$ cat src/verilog/exec_pkg.sv
/*
 * Shared widths and micro-op codes for the execute stage
 * Multiplier FSM state encodings
 */
`default_nettype none

package exec_pkg;

  // ------------------------------
  // Widths
  // ------------------------------

  // Data path and pc width
  localparam int XLEN = 32;

  // Completion tag from dispatch
  localparam int SEQ_NUM_BITS = 5;

  // Physical register tags preg and ppreg
  localparam int PHYS_ADDR_BITS = 6;

  // Micro-op field
  localparam int UOP_BITS = 4;

  // ------------------------------
  // Micro-op codes
  // ------------------------------

  // ALU codes
  localparam logic [UOP_BITS-1:0] UOP_ADD = 4'd0;
  localparam logic [UOP_BITS-1:0] UOP_SUB = 4'd1;
  localparam logic [UOP_BITS-1:0] UOP_AND = 4'd2;
  localparam logic [UOP_BITS-1:0] UOP_OR  = 4'd3;
  localparam logic [UOP_BITS-1:0] UOP_XOR = 4'd4;
  localparam logic [UOP_BITS-1:0] UOP_SLL = 4'd5;
  localparam logic [UOP_BITS-1:0] UOP_SRL = 4'd6;
  // Only code routed to the multiplier
  localparam logic [UOP_BITS-1:0] UOP_MUL = 4'd7;

  // ------------------------------
  // Multiplier FSM states
  // ------------------------------

  localparam logic [1:0] MUL_IDLE = 2'd0;
  localparam logic [1:0] MUL_CALC = 2'd1;
  localparam logic [1:0] MUL_DONE = 2'd2;

endpackage

`default_nettype wire

$ cat src/verilog/dx_if.sv
/*
 * Dispatch-to-execute link with val/rdy handshake
 * Modports for the dispatch side and the unit side
 */
`timescale 1ns/100ps
`default_nettype none

interface dx_if;

  import exec_pkg::*;

  // Handshake
  logic                      val;
  logic                      rdy;

  // Micro-op payload
  logic [XLEN-1:0]           pc;
  logic [SEQ_NUM_BITS-1:0]   seq_num;
  logic [4:0]                waddr;
  logic [UOP_BITS-1:0]       uop;
  logic [XLEN-1:0]           op1;
  logic [XLEN-1:0]           op2;

  // Physical tags, passed through untouched
  logic [PHYS_ADDR_BITS-1:0] preg;
  logic [PHYS_ADDR_BITS-1:0] ppreg;

  // Sender of micro-ops
  modport dispatch (
    output val, pc, seq_num, waddr, uop, op1, op2, preg, ppreg,
    input  rdy
  );

  // Receiving functional unit
  modport unit (
    input  val, pc, seq_num, waddr, uop, op1, op2, preg, ppreg,
    output rdy
  );

endinterface

`default_nettype wire

$ cat src/verilog/xw_if.sv
/*
 * Execute-to-writeback link with val/rdy handshake
 * Modports for the unit side and the writeback side
 */
`timescale 1ns/100ps
`default_nettype none

interface xw_if;

  import exec_pkg::*;

  logic                      val;
  logic                      rdy;

  // Result and its metadata
  logic [XLEN-1:0]           pc;
  logic [SEQ_NUM_BITS-1:0]   seq_num;
  logic [4:0]                waddr;
  logic [XLEN-1:0]           wdata;
  // Formed by the router, not the units
  logic                      wen;
  logic [PHYS_ADDR_BITS-1:0] preg;
  logic [PHYS_ADDR_BITS-1:0] ppreg;

  modport unit (
    output val, pc, seq_num, waddr, wdata, wen, preg, ppreg,
    input  rdy
  );

  modport wb (
    input  val, pc, seq_num, waddr, wdata, wen, preg, ppreg,
    output rdy
  );

endinterface

`default_nettype wire

$ cat src/verilog/mul_step.sv
/*
 * One multiply iteration
 * Sums shifted copies of b for the low num_bits bits of a
 */
`timescale 1ns/100ps
`default_nettype none

module mul_step #(
  parameter int num_bits = 4
) (
  input  logic [31:0] a,
  input  logic [31:0] b,
  output logic [31:0] out
);

  // Partial products for this slice of the multiplier operand
  always_comb begin
    out = '0;
    for (int i = 0; i < num_bits; i++) begin
      // Add b at bit position i when that multiplier bit is set
      if (a[i]) begin
        out = out + (b << i);
      end
    end
    // Upper product bits fall off, low 32 bits kept
  end

endmodule

`default_nettype wire

$ cat src/verilog/iter_multiplier.sv
/*
 * Iterative multiplier, low 32 bits of the product
 * Idle / calc / done FSM, operand shift registers, accumulator
 */
`timescale 1ns/100ps
`default_nettype none

module iter_multiplier #(
  parameter int p_num_cycles = 8
) (
  input  logic   clk,
  input  logic   rst,
  dx_if.unit     d,
  xw_if.unit     w
);

  import exec_pkg::*;

  logic                      d_xfer;
  logic                      w_xfer;
  logic                      step_en;
  logic [1:0]                state;
  logic [1:0]                state_next;
  logic [5:0]                step_cnt;
  logic [XLEN-1:0]           opa;
  logic [XLEN-1:0]           opb;
  logic [XLEN-1:0]           step_sum;
  logic [XLEN-1:0]           acc;
  logic [XLEN-1:0]           pc_q;
  logic [SEQ_NUM_BITS-1:0]   seq_num_q;
  logic [4:0]                waddr_q;
  logic [PHYS_ADDR_BITS-1:0] preg_q;
  logic [PHYS_ADDR_BITS-1:0] ppreg_q;

  assign d_xfer = d.val & d.rdy;
  assign w_xfer = w.val & w.rdy;

  // One multiplier slice consumed per calc cycle
  assign step_en = (state == MUL_CALC);

  // ------------------------------
  // FSM
  // ------------------------------

  always_comb begin
    state_next = state;
    case (state)
      MUL_IDLE: if (d_xfer) state_next = MUL_CALC;
      // Final slice is added on this edge
      MUL_CALC: if (step_cnt == 6'(p_num_cycles - 1)) state_next = MUL_DONE;
      MUL_DONE: begin
        // New op may start in the cycle the result leaves
        if (w_xfer) begin
          state_next = d_xfer ? MUL_CALC : MUL_IDLE;
        end
      end
      default: state_next = MUL_IDLE;
    endcase
  end

  always_ff @(posedge clk) begin
    if (rst) begin
      state    <= MUL_IDLE;
      step_cnt <= '0;
    end else begin
      state <= state_next;
      if (d_xfer) begin
        step_cnt <= '0;
      end else if (step_en) begin
        step_cnt <= step_cnt + 6'd1;
      end
    end
  end

  // ------------------------------
  // Datapath
  // ------------------------------

  mul_step #(
    .num_bits (XLEN / p_num_cycles)
  ) u_step (
    .a   (opa),
    .b   (opb),
    .out (step_sum)
  );

  always_ff @(posedge clk) begin
    if (d_xfer) begin
      // Operands into shifters, accumulator cleared
      opa <= d.op2;
      opb <= d.op1;
      acc <= '0;
    end else if (step_en) begin
      opa <= opa >> (XLEN / p_num_cycles);
      opb <= opb << (XLEN / p_num_cycles);
      acc <= acc + step_sum;
    end
  end

  // Metadata captured on acceptance
  always_ff @(posedge clk) begin
    if (d_xfer) begin
      pc_q      <= d.pc;
      seq_num_q <= d.seq_num;
      waddr_q   <= d.waddr;
      preg_q    <= d.preg;
      ppreg_q   <= d.ppreg;
    end
  end

  // ------------------------------
  // Outputs
  // ------------------------------

  assign d.rdy = (state == MUL_IDLE) || ((state == MUL_DONE) && w.rdy);

  assign w.val     = (state == MUL_DONE);
  assign w.pc      = pc_q;
  assign w.seq_num = seq_num_q;
  assign w.waddr   = waddr_q;
  assign w.wdata   = acc;
  assign w.preg    = preg_q;
  assign w.ppreg   = ppreg_q;

endmodule

`default_nettype wire

$ cat src/verilog/alu_unit.sv
/*
 * Single-cycle integer ALU
 * Registered output buffer that holds under back-pressure
 */
`timescale 1ns/100ps
`default_nettype none

module alu_unit (
  input  logic   clk,
  input  logic   rst,
  dx_if.unit     d,
  xw_if.unit     w
);

  import exec_pkg::*;

  logic                      d_xfer;
  logic                      w_xfer;
  logic [XLEN-1:0]           result;
  logic                      val_q;
  logic [XLEN-1:0]           pc_q;
  logic [SEQ_NUM_BITS-1:0]   seq_num_q;
  logic [4:0]                waddr_q;
  logic [XLEN-1:0]           wdata_q;
  logic [PHYS_ADDR_BITS-1:0] preg_q;
  logic [PHYS_ADDR_BITS-1:0] ppreg_q;

  assign d_xfer = d.val & d.rdy;
  assign w_xfer = val_q & w.rdy;

  // Empty, or draining this cycle
  assign d.rdy = ~val_q | w.rdy;

  // ------------------------------
  // Decode and compute
  // ------------------------------

  always_comb begin
    case (d.uop)
      UOP_ADD: result = d.op1 + d.op2;
      UOP_SUB: result = d.op1 - d.op2;
      UOP_AND: result = d.op1 & d.op2;
      UOP_OR:  result = d.op1 | d.op2;
      UOP_XOR: result = d.op1 ^ d.op2;
      // Shift amount from op2[4:0]
      UOP_SLL: result = d.op1 << d.op2[4:0];
      UOP_SRL: result = d.op1 >> d.op2[4:0];
      default: result = '0;
    endcase
  end

  // ------------------------------
  // Output buffer
  // ------------------------------

  always_ff @(posedge clk) begin
    if (rst) begin
      val_q <= 1'b0;
    end else if (d_xfer) begin
      val_q <= 1'b1;
    end else if (w_xfer) begin
      val_q <= 1'b0;
    end
  end

  // Payload only moves on a new op
  always_ff @(posedge clk) begin
    if (d_xfer) begin
      pc_q      <= d.pc;
      seq_num_q <= d.seq_num;
      waddr_q   <= d.waddr;
      wdata_q   <= result;
      preg_q    <= d.preg;
      ppreg_q   <= d.ppreg;
    end
  end

  assign w.val     = val_q;
  assign w.pc      = pc_q;
  assign w.seq_num = seq_num_q;
  assign w.waddr   = waddr_q;
  assign w.wdata   = wdata_q;
  assign w.preg    = preg_q;
  assign w.ppreg   = ppreg_q;

endmodule

`default_nettype wire

$ cat src/verilog/exec_router.sv
/*
 * Steers micro-ops to the ALU or multiplier
 * Arbitrates completions onto one writeback port, multiplier first
 */
`timescale 1ns/100ps
`default_nettype none

module exec_router (
  dx_if.unit     d_in,
  dx_if.dispatch alu_in,
  dx_if.dispatch mul_in,
  xw_if.wb       alu_out,
  xw_if.wb       mul_out,
  xw_if.unit     w_out
);

  import exec_pkg::*;

  logic is_mul;
  logic mul_win;

  // ------------------------------
  // Dispatch steering
  // ------------------------------

  assign is_mul = (d_in.uop == UOP_MUL);

  // Only the selected unit sees val
  assign alu_in.val = d_in.val & ~is_mul;
  assign mul_in.val = d_in.val & is_mul;
  assign d_in.rdy   = is_mul ? mul_in.rdy : alu_in.rdy;

  // Payload fans out to both units
  assign alu_in.pc      = d_in.pc;
  assign alu_in.seq_num = d_in.seq_num;
  assign alu_in.waddr   = d_in.waddr;
  assign alu_in.uop     = d_in.uop;
  assign alu_in.op1     = d_in.op1;
  assign alu_in.op2     = d_in.op2;
  assign alu_in.preg    = d_in.preg;
  assign alu_in.ppreg   = d_in.ppreg;

  assign mul_in.pc      = d_in.pc;
  assign mul_in.seq_num = d_in.seq_num;
  assign mul_in.waddr   = d_in.waddr;
  assign mul_in.uop     = d_in.uop;
  assign mul_in.op1     = d_in.op1;
  assign mul_in.op2     = d_in.op2;
  assign mul_in.preg    = d_in.preg;
  assign mul_in.ppreg   = d_in.ppreg;

  // ------------------------------
  // Completion arbitration
  // ------------------------------

  // Multiplier has priority, ALU holds its result
  assign mul_win = mul_out.val;

  assign mul_out.rdy = w_out.rdy;
  assign alu_out.rdy = w_out.rdy & ~mul_win;

  assign w_out.val     = mul_out.val | alu_out.val;
  assign w_out.pc      = mul_win ? mul_out.pc      : alu_out.pc;
  assign w_out.seq_num = mul_win ? mul_out.seq_num : alu_out.seq_num;
  assign w_out.waddr   = mul_win ? mul_out.waddr   : alu_out.waddr;
  assign w_out.wdata   = mul_win ? mul_out.wdata   : alu_out.wdata;
  assign w_out.preg    = mul_win ? mul_out.preg    : alu_out.preg;
  assign w_out.ppreg   = mul_win ? mul_out.ppreg   : alu_out.ppreg;

  // x0 is never written
  assign w_out.wen = (w_out.waddr != 5'd0);

endmodule

`default_nettype wire

$ cat src/verilog/exec_stage.sv
/*
 * Execute stage top level
 * Router, ALU and iterative multiplier behind plain ports
 */
`timescale 1ns/100ps
`default_nettype none

module exec_stage (
  input  logic                                clk,
  input  logic                                rst,
  // Dispatch side
  input  logic                                d_val,
  output logic                                d_rdy,
  input  logic [exec_pkg::XLEN-1:0]           d_pc,
  input  logic [exec_pkg::SEQ_NUM_BITS-1:0]   d_seq_num,
  input  logic [4:0]                          d_waddr,
  input  logic [exec_pkg::UOP_BITS-1:0]       d_uop,
  input  logic [exec_pkg::XLEN-1:0]           d_op1,
  input  logic [exec_pkg::XLEN-1:0]           d_op2,
  input  logic [exec_pkg::PHYS_ADDR_BITS-1:0] d_preg,
  input  logic [exec_pkg::PHYS_ADDR_BITS-1:0] d_ppreg,
  // Writeback side
  output logic                                w_val,
  input  logic                                w_rdy,
  output logic [exec_pkg::XLEN-1:0]           w_pc,
  output logic [exec_pkg::SEQ_NUM_BITS-1:0]   w_seq_num,
  output logic [4:0]                          w_waddr,
  output logic [exec_pkg::XLEN-1:0]           w_wdata,
  output logic                                w_wen,
  output logic [exec_pkg::PHYS_ADDR_BITS-1:0] w_preg,
  output logic [exec_pkg::PHYS_ADDR_BITS-1:0] w_ppreg
);

  // Links between router and units
  dx_if d_link ();
  dx_if alu_d_link ();
  dx_if mul_d_link ();
  xw_if alu_w_link ();
  xw_if mul_w_link ();
  xw_if w_link ();

  // ------------------------------
  // Outer ports
  // ------------------------------

  assign d_link.val     = d_val;
  assign d_link.pc      = d_pc;
  assign d_link.seq_num = d_seq_num;
  assign d_link.waddr   = d_waddr;
  assign d_link.uop     = d_uop;
  assign d_link.op1     = d_op1;
  assign d_link.op2     = d_op2;
  assign d_link.preg    = d_preg;
  assign d_link.ppreg   = d_ppreg;
  assign d_rdy          = d_link.rdy;

  assign w_val      = w_link.val;
  assign w_pc       = w_link.pc;
  assign w_seq_num  = w_link.seq_num;
  assign w_waddr    = w_link.waddr;
  assign w_wdata    = w_link.wdata;
  assign w_wen      = w_link.wen;
  assign w_preg     = w_link.preg;
  assign w_ppreg    = w_link.ppreg;
  assign w_link.rdy = w_rdy;

  // ------------------------------
  // Units
  // ------------------------------

  exec_router u_router (
    .d_in    (d_link),
    .alu_in  (alu_d_link),
    .mul_in  (mul_d_link),
    .alu_out (alu_w_link),
    .mul_out (mul_w_link),
    .w_out   (w_link)
  );

  alu_unit u_alu (
    .clk (clk),
    .rst (rst),
    .d   (alu_d_link),
    .w   (alu_w_link)
  );

  // 4 multiplier bits per calc cycle
  iter_multiplier #(
    .p_num_cycles (8)
  ) u_mul (
    .clk (clk),
    .rst (rst),
    .d   (mul_d_link),
    .w   (mul_w_link)
  );

endmodule

`default_nettype wire

$ cat config.mk
export PLATFORM = sky130hd
export DESIGN_NAME = exec_stage
export DESIGN_NICKNAME = d
export VERILOG_FILES = /design/src/verilog/exec_pkg.sv /design/src/verilog/dx_if.sv /design/src/verilog/xw_if.sv /design/src/verilog/mul_step.sv /design/src/verilog/iter_multiplier.sv /design/src/verilog/alu_unit.sv /design/src/verilog/exec_router.sv /design/src/verilog/exec_stage.sv
export SDC_FILE = /design/constraint.sdc
export NUM_CORES = 1
export LEC_CHECK = 0
export ABC_AREA = 1
export BUFFER_PORTS_ARGS = -buffer_cell sky130_fd_sc_hd__buf_4
export CAP_MARGIN = 40
export CORE_MARGIN = 3
export CORE_UTILIZATION = 35
export CTS_CLUSTER_SIZE = 12
export DETAILED_ROUTE_END_ITERATION = 12
export PLACE_DENSITY = 0.52
export SYNTH_ARGS = -nofsm -noshare
export SYNTH_HDL_FRONTEND = slang
export SYNTH_SLANG_ARGS = --single-unit
$ cat constraint.sdc
create_clock -name clk -period 6.8 [get_ports clk]
set_input_delay 0.68 -clock clk [delete_from_list [all_inputs] [get_ports clk]]
set_output_delay 0.68 -clock clk [all_outputs]
set_load 0.005 [all_outputs]
# --- Word-level counts from Yosys, hierarchy flattened ---
# Index checks and enable logic that the tools add are counted.
word_totals:
  word_cells: 86
  in_bits: 126
  reg_bits: 245
  out_inout_bits: 89
op_classes:
  n_shift: 2
  reduce_logical: 9
  addsub: 7
  bitwise: 15
  n_eq_ne: 13
  muxes: 23
ops:
  columns: ["op", "count"]
  rows:
  - ["$mux W32", 10]
  - ["$pmux W32 S7", 1]
  - ["$add A32 B32 Y32", 5]
  - ["$and A32 B32 Y32", 1]
  - ["$or A32 B32 Y32", 1]
  - ["$shl A32 B5 Y32", 1]
  - ["$shr A32 B5 Y32", 1]
  - ["$sub A32 B32 Y32", 1]
  - ["$xor A32 B32 Y32", 1]
  - ["$eq A4 B3 Y1 const B", 4]
  - ["$mux W6", 2]
  - ["$mux W5", 2]
  - ["$eq A4 B2 Y1 const B", 2]
  - ["$and A1 B1 Y1", 7]
  - ["$add A6 B1 Y6 const B", 1]
  - ["$eq A6 B3 Y1 const B", 1]
  - ["$mux W2", 3]
  - ["$pmux W2 S3", 1]
  - ["$reduce_bool A5 Y1", 1]
  - ["$eq A4 B1 Y1 const B", 1]
  - ["$logic_not A4 Y1", 1]
  - ["$mux W1", 4]
  - ["$ne A2 B2 Y1 const B", 2]
  - ["$reduce_bool A2 Y1", 2]
  - ["other kinds (10)", 13]

# --- Depth between registers and ports, before layout ---
# Gate-level depths: netlist of run 1.
logic_depth:
  depth_word: 8
  ltp_mapped: 55
  mapped_depth_nobuf: 51

# --- Modules after synthesis ---
# A second synthesis of run 1 with hierarchy kept.
unflattened:
  cells_unflattened: 4620
  area_unflattened_um2: 29037.8
by_module_without_submodules:
  columns: ["module", "cells_each", "area_each_um2", "seq_area_each_um2", "n_inst"]
  rows:
  - ["alu_unit", 1749, 10836.6, 2602.5, 1]
  - ["iter_multiplier", 1027, 8303.0, 4344.2, 1]
  - ["mul_step", 1306, 6850.3, 0.0, 1]
  - ["exec_router", 538, 3047.9, 0.0, 1]

# --- Worst setup path after synthesis of run 1 ---
# No wires, ideal clock.
synth_timing:
  path_kind: "register -> register"
  startpoint: "reg u_mul.opa[0]"
  endpoint: "reg u_mul.acc[31] (netlist: u_mul.w.wdata[31])"
  period_less_slack_ns: 7.135
  stages_incl_launch_ff: 46
  path_slack_ns: -0.335
  setup_ns: 0.110
  arrival_ns: 7.025
  required_ns: 6.690
  n_path_buf: 4
  cell_sequence: "edfxtp_1 -> buf_6 -> buf_2 -> buf_1 -> buf_1 -> nand2_1 -> inv_1 -> ha_1 -> a21oi_1 -> a21oi_2 -> a21oi_4 -> o21ai_4 -> a21oi_4 -> o21ai_4 -> xor2_1 -> o21ai_1 -> inv_1 -> ha_1 -> [... 10 more ...] -> nand2_1 -> nor2_1 -> a211oi_1 -> nand4_1 -> a31o_2 -> or2_2 -> nand3_1 -> nand2_1 -> ha_1 -> a21o_1 -> a221oi_1 -> o221ai_1 -> a21oi_1 -> nand3_1 -> nand3_1 -> nand2_1 -> inv_1 -> nor2_1"
synth_between:
  elab_chain_len: 8
synth_rtl:
  columns: ["element", "line_no", "rtl"]
  rows:
  - ["start, declared", "iter_multiplier.sv:25", "logic [XLEN-1:0] opa;"]
  - ["start signal, assigned", "iter_multiplier.sv:90", "opa <= d.op2;"]
  - ["start signal, assigned", "iter_multiplier.sv:94", "opa <= opa >> (XLEN / p_num_cycles);"]
  - ["$mux W32 (*)", "mul_step.sv:21", "if (a[i]) begin"]
  - ["$add A32 B32 Y32", "mul_step.sv:22", "out = out + (b << i);"]
  - ["$mux W32 (*)", "mul_step.sv:21", null]
  - ["$add A32 B32 Y32", "mul_step.sv:22", null]
  - ["$mux W32 (*)", "mul_step.sv:21", null]
  - ["$add A32 B32 Y32", "mul_step.sv:22", null]
  - ["$mux W32 (*)", "mul_step.sv:21", null]
  - ["$add A32 B32 Y32 (*)", "iter_multiplier.sv:96", "acc <= acc + step_sum;"]
  - ["end signal, assigned", "iter_multiplier.sv:96", null]
  - ["end, declared", "iter_multiplier.sv:28", "logic [XLEN-1:0] acc;"]
# Mark *: on every way between the ends. The rest lies on a longest branch, timed or not.
# A chain may end at the register's enable or synchronous reset.

# --- Final worst setup path of run 1 ---
layout_timing:
  startpoint: "reg u_mul.opa[0]"
  endpoint: "reg u_mul.acc[30] (netlist: u_mul.w.wdata[30])"
# Same word-level chain as after synthesis.

==> results of run 1 <==
## cell type report
class / count / area (sq um) / share of cell area, %
multi-input cells: 2728 / 16300 / 51.1
flip-flops and latches: 245 / 6950 / 21.7
repair buffers: 678 / 5180 / 16.2
inverters: 403 / 1520 / 4.74
well taps: 921 / 1150 / 3.60
clock buffers: 36 / 752 / 2.35
clock inverters: 14 / 101 / 0.317
diodes: 2 / 5.00 / 0.0156
## routing by layer
metal | up-vias | global-route usage [%]
met5 | - | 0
met2 | 786 | 46.6
li1 | 13000 | -
met3 | 200 | 2.92
met4 | 8 | 12.6
met1 | 12000 | 33.8
## how the worst max path moves through the flow
stage                   endpoint  cells after the start  slack, ps
2_1_floorplan  u_mul.w.wdata[31]                     45          5
3_3_place_gp   u_mul.w.wdata[30]                     39       -300
3_5_place_dp   u_mul.w.wdata[28]                     42       -350
4_1_cts        u_mul.w.wdata[31]                     49        -30
5_1_grt        u_mul.w.wdata[31]                     53       -690
6_report       u_mul.w.wdata[30]                     46        -60
## sequential cells by signal, indices dropped and copies added (netlist names)
name / cells
u_alu.w.pc: 32
u_alu.w.ppreg: 6
u_alu.w.preg: 6
u_alu.w.seq_num: 5
u_alu.w.val: 1
u_alu.w.waddr: 5
u_alu.w.wdata: 32
u_mul.opa: 32
u_mul.opb: 32
u_mul.state: 2
u_mul.step_cnt: 6
u_mul.w.pc: 32
u_mul.w.ppreg: 6
u_mul.w.preg: 6
u_mul.w.seq_num: 5
u_mul.w.waddr: 5
u_mul.w.wdata: 32
## timing repair
| action | in CTS | in global routing |
|---|---|---|
| buffers inserted | 15 | 16 |
| pin swaps | 30 | 32 |
| endpoints found under the setup margin | 14 | 17 |
| resized for setup | 110 | 140 |
## kinds of logic after synthesis
logic type | Yosys count
simple gates | 1495
compound gates | 889
buf+inv | 536
flops | 245
fa+ha+maj | 223
xor+xnor | 115
mux | 6
## cell usage in the layout (no fill, tap or decap), types with 29 or more instances in the layout
cell type  count
a21oi_1      232
a21oi_2       47
buf_4        670
clkbuf_16     29
dfxtp_1       41
edfxtp_1     204
ha_1         187
inv_1        387
nand2_1      948
nand2_2       42
nand3_1      125
nor2_1       217
o211ai_1      31
o21ai_0      326
o21ai_1       41
o21ai_2       30
or2_2         30
xnor2_1       35
xor2_1        78
## worst register-to-register path, delay by kind of cell, from the launching register on
| kind | cells | cell delay, ps |
|---|---|---|
| AOI/OAI and AO/OA | 14 | 2190 |
| and+or+nand+nor | 17 | 1840 |
| adders and majority gates | 4 | 1070 |
| buffers and inverters | 9 | 890 |
| DFF | 1 | 440 |
| xor gates and xnor gates | 2 | 320 |
## power breakdown
group | switching (mW) | internal, mW | leakage (nW)
Clock | 0.620 | 0.815 | 0.414
Sequential | 0.0959 | 1.77 | 2.24
Combinational | 1.58 | 1.21 | 12.6
==> run summary, run 1 <==
## Outcome
• status: complete, but fails checks
• violations in the final reports: negative setup slack

## Timing
• fraction of the cycle the final worst path needs: 101%
• Final Critical Period: 6860 ps
• unrepaired setup endpoints after global routing: yes
• worst hold slack across all endpoints: 302 ps
• number of hold violations in the final report: 0
• least setup slack across all paths after layout: -62.2 ps
• transition at the pin with the smallest max-transition slack: 977 ps
• number of setup violations in the final report: 2
• final number of max-transition violations: 0
• upper clock frequency limit: 146 MHz
• Setup TNS: -118 ps
• final setup skew: 18.8 ps
• Max-Slew Margin vs Limit: 34.9%

## Cells and area
• fill cell instance count of the final layout: 7,068
• share of final-layout standard cells stronger than drive strength 1: 24.7%
• count of nets after finishing: 4,433
• count of placed standard cells in the final layout, fillers left out: 5,027
• Area Growth Syn to Fin: 32.0%
• final cell area excluding filler cells: 32,000 sq um
• final core utilization: 47.1%

## Clock network
• Clk pin slew, worst setup/hold paths: 70 ps
• CTS tree: built
• CTS Hold Buffers Added: 0
• total number of H-tree levels: 1
• CTS sink cnt: 245
• latest clock arrival within the worst-skew pair: 570 ps
• clock buffers created by TritonCTS: 28
• Max Buffers Root-to-Sink: 3
• Root Driver: clkbuf_16

## Synthesis
• Synth Cell Area: 24,200 sq um
• mux contribution to synthesized area: 0.248%
• prevailing post-synth register cell: edfxtp_1
• synth warn: 0
• post-synthesis async set-or-reset flop share: 0%
• number of flops mapped to enable cells by yosys: 204
• cell accounting for the most synthesized area: edfxtp_1
• number of nets in the synthesized netlist: 3,858
• post-synth cell types: 71
• Synth Register Bits: 245
• fraction of post-synthesis cell area in the top cell type by area: 25.3%
• top cells by area in the synthesized netlist: edfxtp_1 25%, nand2_1 15%, ha_1 11%
• most instantiated library cell after synthesis: nand2_1
• fraction of the mapped netlist area in adder cells: 11.7%
• Synth Area in XOR/XNOR: 4.15%
• number of instances in the synthesized netlist: 3,509
• average size of a mapped cell: 6.91 sq um
• dominant combinational cell family by area after synthesis: simple AND/OR/NAND/NOR gates
• Seq/Total Area, Yosys: 28.6%
• most frequent cells after synthesis: 974 x nand2_1, 390 x inv_1, 366 x o21ai_0, 277 x a21oi_1, 240 x nor2_1
• compound-gate portion of the synthesized area: 21.2%
• fraction of the mapped netlist area in simple logic gates: 25.6%

## Critical path
• cell type of the slowest stage on the worst timing path: edfxtp_1
• data arrival time at the worst-slack endpoint: 7310 ps
• RR Endpoint: u_mul.w.wdata[30]
• longest individual stage delay on the worst path: 440 ps
• startpoint types: register
• peak fanout along the critical path: 5
• launch point of the worst path: u_mul.opa[0]
• slack of the worst reg-to-reg path: -60 ps
• Critical Path RT: 7250 ps
• path depth of the worst reg2reg path: 46
• sum of buffers and inverters on the critical path: 9
• type of the worst setup path: register to register
• cell family with the largest share of critical-path delay: compound AO/OA/AOI/OAI gates
• Worst Setup End Kind: register
• worst r2r src: u_mul.opa[0]

## Die
• Floorplan Core Area: 67,900 sq um
• floorplan row count: 95
• Top Ports: 215
• Initial Utilization: 35.7%
• die height: 269 microns
• die area: 72,500 sq um
• width of the die: 269 microns

## Drt
• routed wire length: 102,000 microns
• average wire per cell in the routed design: 20.3 microns
• mean number of vias per cell: 5.17
• # DRC: 0
• vias post-DR: 26,000
• top routing layer in use: met5
• starting DRC count in detailed routing: 2,069
• met3 wirelength from detailed routing: 4860 microns
• met2 WL post-DR: 48,100 microns
• M1 WL: 43,200 microns
• Pre-Repair DR Iteration Count: 5
• count of antenna-violating nets left after detailed routing: 0

## Global route
• global-route wire length before repair: 152,000 microns
• number of global-route vias before repair: 24,900
• number of antenna violations at the first check in global routing: 7
• pin count of the biggest net entering global routing: 95
• global route total overflow: 0
• overall fraction of global-route tracks in use: 27.0%

## Place
• IO Port Bufs: 214
• DP Cell Count: 4,943
• Place WS: -353 ps
• RePlAce Congestion: 0.986
• detailed placer's ending HPWL: 82,100 microns
• total placed instance area: 29,800 sq um

## Min path
• hold-critical path depth: 1
• class of the tightest hold or removal check: primary input to register
• HP Start: d_ppreg[3]
• Worst Hold Path EP: u_mul.w.ppreg[3]

## Power
• total power per unit cell area: 190 nW/um^2
• largest vdd supply drop: 0.176 mV
• leakage component of the power: 15.2 nW
• sum of internal, switching and leakage power: 6.09 mW

## Run
• Max Cap Violations: 0

Note: power is estimated with default switching activity, not from simulation.
==> inputs of run 2 (changes only) <==
- BUFFER_PORTS_ARGS: -buffer_cell sky130_fd_sc_hd__buf_4 -> default
- DONT_BUFFER_PORTS: default -> 1
- PLACE_DENSITY: 0.52 -> 0.5
==> run 2 against run 1 <==
The run now ends clean. Sequential share of layout area grew 1.1 points. Worst setup slack gained 110 ps. Wire length shrank 0.87%. Utilization shrank 2.4 points. Worst hold slack lost 140 ps. Final cell count shrank 3.9%. Critical endpoint is now u_mul.w.wdata[27]. First-iteration DRC count grew 1.8%. Clock skew shrank 4.4 ps. Sequential power is essentially flat.
==> run summary, run 2 (synthesized netlist as in run 1, its figures left out) <==
## Outcome
• status: completed

## Critical path
• startpoint types: register
• Worst Setup End Kind: register
• Critical Path RT: 7340 ps, +90 ps
• cell seen most often among critical-path stages: nand2_1
• launch point of the worst path: u_mul.opa[0]
• sum of buffers and inverters on the critical path: 11, +2
• cell type of the slowest stage on the worst timing path: fa_2
• type of the worst setup path: register to register
• slack of the worst reg-to-reg path: 50 ps, +110 ps
• RR Endpoint: u_mul.w.wdata[27]
• path depth of the worst reg2reg path: 47, +2.2%
• data arrival time at the worst-slack endpoint: 7290 ps, -20 ps
• peak fanout along the critical path: 4, -1
• worst r2r src: u_mul.opa[0]
• cell family with the largest share of critical-path delay: adder cells
• longest individual stage delay on the worst path: 510 ps, +70 ps

## Drt
• average wire per cell in the routed design: 20.9 microns, +3.2%
• Pre-Repair DR Iteration Count: 5, unchanged
• # DRC: 0, unchanged
• vias post-DR: 25,000, -3.6%
• count of antenna-violating nets left after detailed routing: 0, unchanged
• routed wire length: 101,000 microns, -0.87%
• starting DRC count in detailed routing: 2,107, +1.8%
• mean number of vias per cell: 5.19, +0.31%

## Min path
• class of the tightest hold or removal check: primary input to register
• Worst Hold Path EP: u_alu.w.val
• hold-critical path depth: 1, unchanged
• HP Start: rst

## Power
• leakage component of the power: 14.3 nW, -6.1%
• sum of internal, switching and leakage power: 5.92 mW, -2.9%
• largest vdd supply drop: 0.203 mV, +15%
• total power per unit cell area: 195 nW/um^2, +2.2%

## Clock network
• latest clock arrival within the worst-skew pair: 590 ps, +20 ps
• CTS tree: built
• CTS sink cnt: 245, unchanged
• Clk pin slew, worst setup/hold paths: 60 ps, about the same
• clock buffers created by TritonCTS: 28, unchanged
• total number of H-tree levels: 1, unchanged
• Max Buffers Root-to-Sink: 3, unchanged
• Root Driver: clkbuf_16

## Timing
• transition at the pin with the smallest max-transition slack: 902 ps, -75.1 ps
• unrepaired setup endpoints after global routing: yes
• number of hold violations in the final report: 0, unchanged
• fraction of the cycle the final worst path needs: 99.2%, -1.7 points
• Final Critical Period: 6750 ps, -114 ps
• final number of max-transition violations: 0, unchanged
• final setup skew: 14.4 ps, -4.39 ps
• Max-Slew Margin vs Limit: 39.2%, +4.4 points
• number of setup violations in the final report: 0, -2
• least setup slack across all paths after layout: 51.7 ps, +114 ps
• Setup TNS: 0 ps, +118 ps
• upper clock frequency limit: 148 MHz, +1.7%

## Global route
• global-route wire length before repair: 150,000 microns, -1.4%
• global route total overflow: 0, unchanged
• number of antenna violations at the first check in global routing: 4, -3
• pin count of the biggest net entering global routing: 100, +5.3%
• number of global-route vias before repair: 24,100, -3.3%
• overall fraction of global-route tracks in use: 26.7%, -0.31 points

## Die
• die area: 72,500 sq um, unchanged
• Top Ports: 215, unchanged
• Floorplan Core Area: 67,900 sq um, unchanged
• width of the die: 269 microns, unchanged
• die height: 269 microns, unchanged
• Initial Utilization: 35.7%, unchanged
• floorplan row count: 95, unchanged

## Place
• detailed placer's ending HPWL: 81,800 microns, -0.34%
• Place WS: -542 ps, -189 ps
• RePlAce Congestion: 1.05, +6.5%
• IO Port Bufs: 0, -100%

## Run
• Max Cap Violations: 0, unchanged

## Cells and area
• count of nets after finishing: 4,238, -4.4%
• final core utilization: 44.8%, -2.4 points
• commonest non-fill, non-tap cell in the layout: nand2_1
• count of inserted antenna diode cells: 0, -2
• share of final-layout standard cells stronger than drive strength 1: 20.1%, -4.6 points
• commonest cells after routing, fill and taps aside: 960 x nand2_1, 476 x buf_4, 388 x inv_1
• Area Growth Syn to Fin: 25.4%

[run 2: cell count changes in the layout (fill, tap and decap cells not counted), moves of 5 or more]
cell and delta:
o21ai_2 -7, a21oi_2 -9, a21oi_1 +6, nand2_1 +12
buf_4 -194, o21ai_1 +5, nand2_2 -11
[run 2: worst register-to-register path: cells and delay by family, from the launching register on]
family / cells / cell delay [ps]
AO/OA/AOI/OAI: 9 / 1120
XOR/XNOR: 2 / 340
adder cells (fa/ha/maj): 6 / 1880
buffers and inverters: 11 / 1070
flip-flops: 1 / 420
AND/OR/NAND/NOR: 19 / 1850
[run 2: worst max-delay path by stage]
stage / end / slack (ps) / cells past startpoint
3_3_place_gp: u_mul.w.wdata[31] / -520 / 42
5_1_grt: u_mul.w.wdata[31] / -540 / 52
3_5_place_dp: u_mul.w.wdata[31] / -540 / 48
2_1_floorplan: u_mul.w.wdata[31] / 5 / 45
6_report: u_mul.w.wdata[27] / 50 / 47
4_1_cts: u_mul.w.wdata[31] / -10 / 42
[run 2: report_power, final]
group	switching (mW)	internal [mW]	total, mW	leakage, nW
sequential	0.0991	1.77	1.87	2.24
clock	0.640	0.833	1.47	0.434
combinational	1.48	1.10	2.58	11.6
total	2.22	3.70	5.92	14.3
[run 2: layer usage]
metal | global-route usage [%] | routed length (microns) | up-vias
met5 | 0 | 13 | -
li1 | - | - | 12600
met4 | 12.4 | 5620 | 2
met2 | 45.3 | 47100 | 685
met1 | 33.9 | 43300 | 11500
met3 | 3.13 | 4940 | 200
[run 2: final cells by class]
class / count / area, sq um
clock buffers: 38 / 768
clock inverters: 12 / 120
fillers: 7063 / 37500
inverters: 403 / 1520
multi-input cells: 2728 / 16200
flip-flops and latches: 245 / 6950
well taps: 921 / 1150
repair buffers: 483 / 3690
[run 2: through the flow]
stage / hold slack, ps / area [sq um] / cells
2_1_floorplan: 458 / 24300 / 3509
3_3_place_gp: 478 / 28400 / 4763
3_5_place_dp: 480 / 28500 / 4766
4_1_cts: 123 / 30000 / 4824
5_1_grt: 130 / 30400 / 4830
6_report: 157 / 30400 / 4830
[run 2: what timing repair did]
action,4_1_cts,5_1_grt
hold buffers,0,0
buffers inserted,8,6
endpoints found under the setup margin,14,18
pin swaps,25,18
cloned,0,0
resized for setup,97,108
